$ cat src/source/axi_pkg.sv
package axi_pkg;

    // address and data geometry of the memory port
    localparam int addr_width = 32;
    localparam int beat_bytes = 8;   // 64-bit data bus

    // response codes, upper bit set means error
    localparam logic [1:0] resp_okay   = 2'b00;
    localparam logic [1:0] resp_slverr = 2'b10;

    // channel phases, shared by the write and read sequencers
    localparam logic [1:0] ph_idle = 2'b00;   // ready for a new request
    localparam logic [1:0] ph_addr = 2'b01;   // aw / ar valid
    localparam logic [1:0] ph_data = 2'b11;   // w / r beats
    localparam logic [1:0] ph_resp = 2'b10;   // b wait on write, done cycle on read

endpackage

$ cat src/source/line_pkg.sv
package line_pkg;

    // one cache line is a fixed four-beat INCR burst
    localparam int line_beats  = 4;
    localparam int line_bytes  = line_beats * axi_pkg::beat_bytes;   // 32
    localparam int offset_bits = $clog2(line_bytes);                 // 5

    typedef logic [$clog2(line_beats)-1:0] beat_idx_t;

    // same 256 bits, seen as bus beats or as single bytes
    typedef union packed {
        logic [line_beats-1:0][axi_pkg::beat_bytes*8-1:0] beats;  // beat 0 in the low bits
        logic [line_bytes-1:0][7:0]                       bytes;  // byte i pairs with mask bit i
    } cache_line_u;

endpackage

$ cat src/source/bridge_ctrl.sv
`timescale 1ns/10ps

module bridge_ctrl (
    input  logic clock,
    input  logic reset,
    // cache side requests
    input  logic wb_valid_i,
    input  logic rf_valid_i,
    output logic wb_ready_o,
    output logic rf_ready_o,
    output logic wb_done_o,
    // axi handshakes
    input  logic aw_ready_i,
    input  logic w_ready_i,
    input  logic b_valid_i,
    input  logic ar_ready_i,
    input  logic r_valid_i,
    input  logic r_last_i,
    output logic aw_valid_o,
    output logic w_valid_o,
    output logic b_ready_o,
    output logic ar_valid_o,
    output logic r_ready_o,
    // datapath strobes
    input  logic beat_last_i,
    output logic wb_capture_o,
    output logic rf_capture_o,
    output logic w_beat_fire_o,
    output logic r_beat_fire_o,
    output logic rf_finish_o
);
    import axi_pkg::*;

    logic [1:0] w_state_q;
    logic [1:0] w_state_d;
    logic [1:0] r_state_q;
    logic [1:0] r_state_d;
    logic       wb_done_q;

    always_ff @(posedge clock or negedge reset) begin
        if (!reset) begin
            w_state_q <= ph_idle;
            r_state_q <= ph_idle;
            wb_done_q <= 1'b0;
        end else begin
            w_state_q <= w_state_d;
            r_state_q <= r_state_d;
            wb_done_q <= b_valid_i & b_ready_o;   // one cycle after the b handshake
        end
    end

    // write-back: aw, then four w beats, then b
    always_comb begin
        w_state_d = w_state_q;
        case (w_state_q)
            ph_idle: if (wb_capture_o) w_state_d = ph_addr;
            ph_addr: if (aw_ready_i) w_state_d = ph_data;
            ph_data: if (w_beat_fire_o && beat_last_i) w_state_d = ph_resp;
            ph_resp: if (b_valid_i) w_state_d = ph_idle;
        endcase
    end

    // refill: ar, r beats until last, then one done cycle
    always_comb begin
        r_state_d = r_state_q;
        case (r_state_q)
            ph_idle: if (rf_capture_o) r_state_d = ph_addr;
            ph_addr: if (ar_ready_i) r_state_d = ph_data;
            ph_data: if (rf_finish_o) r_state_d = ph_resp;
            ph_resp: r_state_d = ph_idle;   // rf_done_o is out this cycle
        endcase
    end

    assign wb_ready_o = (w_state_q == ph_idle);
    assign aw_valid_o = (w_state_q == ph_addr);
    assign w_valid_o  = (w_state_q == ph_data);
    assign b_ready_o  = (w_state_q == ph_resp);

    assign rf_ready_o = (r_state_q == ph_idle);
    assign ar_valid_o = (r_state_q == ph_addr);
    assign r_ready_o  = (r_state_q == ph_data);

    assign wb_capture_o  = wb_valid_i & wb_ready_o;
    assign rf_capture_o  = rf_valid_i & rf_ready_o;
    assign w_beat_fire_o = w_valid_o & w_ready_i;
    assign r_beat_fire_o = r_valid_i & r_ready_o;
    assign rf_finish_o   = r_beat_fire_o & r_last_i;   // burst end is taken from the slave

    assign wb_done_o = wb_done_q;

endmodule

$ cat src/source/dcache_axi_bridge.sv
`timescale 1ns/10ps

module dcache_axi_bridge (
    input  logic                                clock,
    input  logic                                reset,
    // cache write-back channel
    input  logic                                wb_valid_i,
    output logic                                wb_ready_o,
    input  logic [axi_pkg::addr_width-1:0]      wb_addr_i,
    input  line_pkg::cache_line_u               wb_line_i,
    input  logic [line_pkg::line_bytes-1:0]     wb_mask_i,
    output logic                                wb_done_o,
    output logic                                wb_err_o,
    // cache refill channel
    input  logic                                rf_valid_i,
    output logic                                rf_ready_o,
    input  logic [axi_pkg::addr_width-1:0]      rf_addr_i,
    output logic                                rf_done_o,
    output line_pkg::cache_line_u               rf_line_o,
    output logic                                rf_err_o,
    // axi write address
    output logic                                aw_valid_o,
    input  logic                                aw_ready_i,
    output logic [axi_pkg::addr_width-1:0]      aw_addr_o,
    // axi write data
    output logic                                w_valid_o,
    input  logic                                w_ready_i,
    output logic [axi_pkg::beat_bytes*8-1:0]    w_data_o,
    output logic [axi_pkg::beat_bytes-1:0]      w_strb_o,
    output logic                                w_last_o,
    // axi write response
    input  logic                                b_valid_i,
    output logic                                b_ready_o,
    input  logic [1:0]                          b_resp_i,
    // axi read address
    output logic                                ar_valid_o,
    input  logic                                ar_ready_i,
    output logic [axi_pkg::addr_width-1:0]      ar_addr_o,
    // axi read data
    input  logic                                r_valid_i,
    output logic                                r_ready_o,
    input  logic [axi_pkg::beat_bytes*8-1:0]    r_data_i,
    input  logic [1:0]                          r_resp_i,
    input  logic                                r_last_i
);

    logic wb_capture;
    logic rf_capture;
    logic w_beat_fire;
    logic r_beat_fire;
    logic rf_finish;
    logic beat_last;
    logic b_fire;

    assign b_fire = b_valid_i & b_ready_o;

    bridge_ctrl u_ctrl (
        .clock         (clock),
        .reset         (reset),
        .wb_valid_i    (wb_valid_i),
        .rf_valid_i    (rf_valid_i),
        .wb_ready_o    (wb_ready_o),
        .rf_ready_o    (rf_ready_o),
        .wb_done_o     (wb_done_o),
        .aw_ready_i    (aw_ready_i),
        .w_ready_i     (w_ready_i),
        .b_valid_i     (b_valid_i),
        .ar_ready_i    (ar_ready_i),
        .r_valid_i     (r_valid_i),
        .r_last_i      (r_last_i),
        .aw_valid_o    (aw_valid_o),
        .w_valid_o     (w_valid_o),
        .b_ready_o     (b_ready_o),
        .ar_valid_o    (ar_valid_o),
        .r_ready_o     (r_ready_o),
        .beat_last_i   (beat_last),
        .wb_capture_o  (wb_capture),
        .rf_capture_o  (rf_capture),
        .w_beat_fire_o (w_beat_fire),
        .r_beat_fire_o (r_beat_fire),
        .rf_finish_o   (rf_finish)
    );

    // write-back payload and beat slicing
    line_writer u_writer (
        .clock         (clock),
        .reset         (reset),
        .wb_capture_i  (wb_capture),
        .w_beat_fire_i (w_beat_fire),
        .wb_addr_i     (wb_addr_i),
        .wb_line_i     (wb_line_i),
        .wb_mask_i     (wb_mask_i),
        .aw_addr_o     (aw_addr_o),
        .w_data_o      (w_data_o),
        .w_strb_o      (w_strb_o),
        .w_last_o      (w_last_o),
        .beat_last_o   (beat_last)
    );

    // refill assembly plus both response decodes
    line_refill u_refill (
        .clock         (clock),
        .reset         (reset),
        .rf_capture_i  (rf_capture),
        .r_beat_fire_i (r_beat_fire),
        .rf_finish_i   (rf_finish),
        .rf_addr_i     (rf_addr_i),
        .r_data_i      (r_data_i),
        .r_resp_i      (r_resp_i),
        .b_resp_i      (b_resp_i),
        .b_fire_i      (b_fire),
        .ar_addr_o     (ar_addr_o),
        .rf_line_o     (rf_line_o),
        .rf_err_o      (rf_err_o),
        .rf_done_o     (rf_done_o),
        .wb_err_o      (wb_err_o)
    );

endmodule

$ cat src/source/line_refill.sv
`timescale 1ns/10ps

module line_refill (
    input  logic                                clock,
    input  logic                                reset,
    input  logic                                rf_capture_i,
    input  logic                                r_beat_fire_i,
    input  logic                                rf_finish_i,
    input  logic [axi_pkg::addr_width-1:0]      rf_addr_i,
    input  logic [axi_pkg::beat_bytes*8-1:0]    r_data_i,
    input  logic [1:0]                          r_resp_i,
    input  logic [1:0]                          b_resp_i,
    input  logic                                b_fire_i,
    output logic [axi_pkg::addr_width-1:0]      ar_addr_o,
    output line_pkg::cache_line_u               rf_line_o,
    output logic                                rf_err_o,
    output logic                                rf_done_o,
    output logic                                wb_err_o
);
    import axi_pkg::*;
    import line_pkg::*;

    logic [addr_width-1:0] addr_q;
    cache_line_u           line_q;
    beat_idx_t             beat_q;     // slot for the next r beat
    logic                  r_err_q;    // sticky over the burst
    logic                  rf_err_q;
    logic                  rf_done_q;
    logic                  wb_err_q;

    always_ff @(posedge clock) begin
        if (rf_capture_i) begin
            addr_q <= {rf_addr_i[addr_width-1:offset_bits], {offset_bits{1'b0}}};
        end
        if (r_beat_fire_i) begin
            line_q.beats[beat_q] <= r_data_i;
        end
    end

    always_ff @(posedge clock or negedge reset) begin
        if (!reset) begin
            beat_q    <= '0;
            r_err_q   <= 1'b0;
            rf_err_q  <= 1'b0;
            rf_done_q <= 1'b0;
            wb_err_q  <= 1'b0;
        end else begin
            rf_done_q <= rf_finish_i;
            if (rf_capture_i) begin
                beat_q  <= '0;
                r_err_q <= 1'b0;
            end else if (r_beat_fire_i) begin
                beat_q  <= beat_q + 1'b1;
                r_err_q <= r_err_q | r_resp_i[1];
            end
            // include the last beat's own response
            if (rf_finish_i) rf_err_q <= r_err_q | r_resp_i[1];
            if (b_fire_i) wb_err_q <= b_resp_i[1];   // lines up with wb_done_o
        end
    end

    assign ar_addr_o = addr_q;
    assign rf_line_o = line_q;
    assign rf_err_o  = rf_err_q;
    assign rf_done_o = rf_done_q;
    assign wb_err_o  = wb_err_q;

endmodule

$ cat src/source/line_writer.sv
`timescale 1ns/10ps

module line_writer (
    input  logic                                clock,
    input  logic                                reset,
    input  logic                                wb_capture_i,
    input  logic                                w_beat_fire_i,
    input  logic [axi_pkg::addr_width-1:0]      wb_addr_i,
    input  line_pkg::cache_line_u               wb_line_i,
    input  logic [line_pkg::line_bytes-1:0]     wb_mask_i,
    output logic [axi_pkg::addr_width-1:0]      aw_addr_o,
    output logic [axi_pkg::beat_bytes*8-1:0]    w_data_o,
    output logic [axi_pkg::beat_bytes-1:0]      w_strb_o,
    output logic                                w_last_o,
    output logic                                beat_last_o
);
    import axi_pkg::*;
    import line_pkg::*;

    logic [addr_width-1:0] addr_q;
    cache_line_u           line_q;
    logic [line_bytes-1:0] mask_q;
    beat_idx_t             beat_q;   // next beat to send
    logic                  at_last;

    // request payload, held for the whole burst
    always_ff @(posedge clock) begin
        if (wb_capture_i) begin
            addr_q <= {wb_addr_i[addr_width-1:offset_bits], {offset_bits{1'b0}}};
            line_q <= wb_line_i;
            mask_q <= wb_mask_i;
        end
    end

    always_ff @(posedge clock or negedge reset) begin
        if (!reset) begin
            beat_q <= '0;
        end else if (wb_capture_i) begin
            beat_q <= '0;
        end else if (w_beat_fire_i) begin
            beat_q <= beat_q + 1'b1;   // wraps back to 0 after the last beat
        end
    end

    assign at_last = (beat_q == beat_idx_t'(line_beats - 1));

    assign aw_addr_o   = addr_q;
    assign w_data_o    = line_q.beats[beat_q];
    assign w_strb_o    = mask_q[beat_q*beat_bytes +: beat_bytes];   // eight mask bits per beat
    assign w_last_o    = at_last;
    assign beat_last_o = at_last;

endmodule
$ cat config.mk
export PLATFORM = sky130hd
export DESIGN_NAME = dcache_axi_bridge
export DESIGN_NICKNAME = d
export VERILOG_FILES = /design/src/source/axi_pkg.sv /design/src/source/line_pkg.sv /design/src/source/bridge_ctrl.sv /design/src/source/dcache_axi_bridge.sv /design/src/source/line_refill.sv /design/src/source/line_writer.sv
export SDC_FILE = /design/constraint.sdc
export NUM_CORES = 1
export LEC_CHECK = 0
export ABC_AREA = 0
export BUFFER_PORTS_ARGS = -buffer_cell sky130_fd_sc_hd__buf_2
export CELL_PAD_IN_SITES_DETAIL_PLACEMENT = 0
export CELL_PAD_IN_SITES_GLOBAL_PLACEMENT = 1
export CORE_AREA = 5 5 318 320
export DETAILED_ROUTE_END_ITERATION = 6
export DIE_AREA = 0 0 323 325
export PLACE_DENSITY = 0.52
export SLEW_MARGIN = 0
export SYNTH_ARGS = -nofsm -noshare
export SYNTH_HDL_FRONTEND = slang
export SYNTH_SLANG_ARGS = --single-unit
$ cat constraint.sdc
create_clock -name clock -period 21.7 [get_ports clock]
set_input_delay 3.255 -clock clock [delete_from_list [all_inputs] [get_ports clock]]
set_output_delay 3.255 -clock clock [all_outputs]
set_load 0.05 [all_outputs]
==> impl_metrics.json <==
{
  "status": "completed",
  "hpwl_um": 49300,
  "drc": 0,
  "start_kind": "register",
  "grt_usage": 0.119,
  "max_clock_freq_mhz": 153,
  "numClockSinks": 611,
  "met1_length_um": 23100,
  "wl_met2_um": 34800,
  "worstReg2RegEnd": "u_writer.mask_q[10]",
  "wl_met3_um": 5500,
  "cts_setup_buffers": 0,
  "ir_drop_uv": 81.3,
  "worst_ep_arrival_time_ns": 3.29,
  "synth-edff-count": 598,
  "io_pins": 834,
  "drtAntennaViolNets": 0,
  "h-tree-depth": 3,
  "critPathLaunch": "u_writer.beat_q[0]",
  "seqCellArea_um2": 18300,
  "fin_setup_tns_ns": 0,
  "top_layer_used": "met4",
  "final.setup_skew_ns": 0.0154,
  "synth_top_area_frac": 0.877,
  "grt_pass1_vias": 12200,
  "yosys.area_share.simple": 0.00935,
  "synthTopCellsByArea": "edfxtp_1 (88%), mux4_2 (7.9%), dfrtp_1 (1.6%)",
  "synthArstFlopShare": 0.0213,
  "period_share": 0.302,
  "max_slew_margin": 0.212,
  "grt_max_degree": 78,
  "leakage_nw": 10.6,
  "syn_avg_cell_area_um2": 26.5,
  "wl_um": 65300,
  "vias_per_cell": 3.78,
  "synth_top_family_by_area": "multiplexers",
  "ctsHoldBuffers": 0,
  "worst_pin_slew_ns": 1.18,
  "yosysWarnings": 0,
  "initial_core_util": 0.209,
  "cap_violations": 0,
  "ys_seq_area_frac": 0.893,
  "rsz0062_at_grt": "false",
  "p_per_area_nw_per_um2": 130,
  "comb_power_share": 0.272,
  "synth_top_area_cell": "edfxtp_1",
  "synth_compound_area_frac": 0.00422,
  "synth_fa_ha_area_frac": 0.00305,
  "clk_pin_slew_ns": 0.05,
  "fill_cells": 9846,
  "p_int_w": 0.00240,
  "cts_buffer_depth": 3,
  "die_w_um": 323,
  "routedWlPerCell_um": 21.8,
  "die_h_um": 325,
  "firstDrtPassIters": 6,
  "clock_latency_ns": 0.61,
  "grt_overflow": 0,
  "synth-seq-cells": 611,
  "critPathRequiredTime_ns": 18.45,
  "r2r_setup_slack_ns": 18.51,
  "dpl-instance-area_um2": 26100,
  "area_growth_pct": 38.3,
  "postCtsResizedCells": 0,
  "hold_path_class": "register to register",
  "antenna_found_initial": 16,
  "swShare": 0.351,
  "cts-buffers-inserted": 71,
  "power_switching_w": 0.00129,
  "setup_viol": 0,
  "hold_viol_final": 0,
  "ctsRootBufferMaster": "clkbuf_16",
  "drtIter0Drc": 566,
  "io_buffers": 811,
  "grt_first_pass_wirelength_um": 89700,
  "instances_no_fill": 3002,
  "core_um2": 97800,
  "rr_worst_depth": 4,
  "gp_congestion": 0.810,
  "syn-instance-count": 774,
  "slew_violations": 0,
  "synthDistinctLibCells": 26,
  "fin_nets": 2082,
  "rows": 115,
  "num_vias": 11400,
  "cts_tree": "done",
  "r2r-start": "u_ctrl.w_state_q[0]",
  "min_period_ns": 6.55,
  "synthMuxAreaShare": 0.0797,
  "syn_area_um2": 20500,
  "fin_area_um2": 28300,
  "clockPowerShare": 0.310,
  "synth_xor_area_frac": 0,
  "critPathCaptureType": "output pin",
  "dp_cells": 2861,
  "power_frac_seq": 0.418,
  "path_max_fanout": 41,
  "multi_input_area_um2": 2020,
  "crit_end": "w_data_o[0]",
  "crit_type": "register to output pin",
  "die-area_um2": 105000,
  "drive_gt1_frac": 0.585,
  "synth_flop_cell": "edfxtp_1"
}
synth_stat cells, types with 2 or more instances:
library cell / count
a21oi_1: 12
and2_1: 9
buf_2: 8
buf_4: 11
buf_6: 6
clkbuf_1: 5
dfrtp_1: 13
edfxtp_1: 598
ha_1: 5
inv_1: 3
mux4_2: 72
nand2_1: 5
nand2b_1: 2
nor2_1: 7
nor2b_1: 5
nor3_1: 3
per-stage QoR:
stage / total power (W) / utilization / setup slack (ns) / hold slack (ns)
floorplan: 0.00233 / - / 10.63 / 0.482
global placement: 0.00259 / 0.266 / 15.57 / 0.483
detailed placement: 0.00260 / 0.266 / 15.57 / 0.482
CTS: 0.00376 / 0.289 / 14.88 / 0.495
global route: 0.00384 / 0.289 / 14.79 / 0.543
finish: 0.00369 / 0.290 / 15.15 / 0.487
placed cells by master (no fill, tap or decap), drive strengths merged, types with 7 or more instances in the layout:
cell / netlist / final
buf: 25 / 821
edfxtp: 598 / 598
clkbuf: 5 / 106
mux4: 72 / 72
dfrtp: 13 / 13
clkinv: 0 / 13
a21oi: 12 / 12
diode: 0 / 11
conb: 1 / 10
inv: 3 / 10
and2: 9 / 9
nor2: 7 / 7
registers in the layout, summed over array words and instances (netlist names):
name	flops
u_ctrl.r_state_q	2
u_refill.rf_err_o	1
u_writer.line_q	256
u_writer.aw_addr_o	27
u_refill.beat_q	2
u_refill.r_err_q	1
u_refill.rf_line_o	256
u_refill.wb_err_o	1
u_writer.mask_q	32
u_refill.ar_addr_o	27
u_ctrl.wb_done_o	1
u_ctrl.w_state_q	2
u_writer.beat_q	2
u_refill.rf_done_o	1
how the worst min path moves through the flow:
| stage | from | endpoint | cells past startpoint |
|---|---|---|---|
| 2_1_floorplan | u_ctrl.w_state_q[1] | u_ctrl.wb_done_o | 1 |
| 3_3_place_gp | u_refill.rf_err_o | u_refill.rf_err_o | 2 |
| 3_5_place_dp | u_refill.rf_err_o | u_refill.rf_err_o | 2 |
| 4_1_cts | u_refill.rf_err_o | u_refill.rf_err_o | 2 |
| 5_1_grt | u_refill.wb_err_o | u_refill.wb_err_o | 1 |
| 6_report | u_refill.rf_err_o | u_refill.rf_err_o | 2 |
critical path, cell delays in order, from the launching register on:
cell and delay (ns):
dfrtp_4 0.91, buf_4 0.79, mux4_2 0.67, buf_2 0.26
metal layers:
metal,global-route usage,up-vias
li1,-,4977
met1,0.129,5766
met4,0.0399,0
met5,0,-
met2,0.215,508
met3,0.0409,101
cell type report:
type / instances / share of cell area
sequential: 611 / 0.646
timing repair buffer: 821 / 0.146
multi-input combinational: 139 / 0.0713
clock buffer: 106 / 0.0699
tap: 1287 / 0.0568
clock inverter: 24 / 0.00905
antenna: 11 / 0.000972
inverter: 3 / 0.000397
power groups by stage:
| stage | logic [W] | registers [W] | clock network, W |
|---|---|---|---|
| 4_1_cts | 0.00103 | 0.00155 | 0.00119 |
| 6_report | 0.00100 | 0.00154 | 0.00114 |
| 3_3_place_gp | 0.00102 | 0.00157 | 0 |
| 2_1_floorplan | 0.000620 | 0.00171 | 0 |
| 5_1_grt | 0.00105 | 0.00156 | 0.00124 |
| 3_5_place_dp | 0.00103 | 0.00157 | 0 |
logic make-up (layout without fill, tap and decap cells):
kind of cell	Yosys count	after routing
AO/OA/AOI/OAI	16	16
adder cells (fa/ha/maj)	5	5
buffers and inverters	33	954
flip-flops	611	611
multiplexers	73	73
other	1	21
AND/OR/NAND/NOR	35	35
Note: power is estimated with default switching activity, not from simulation.
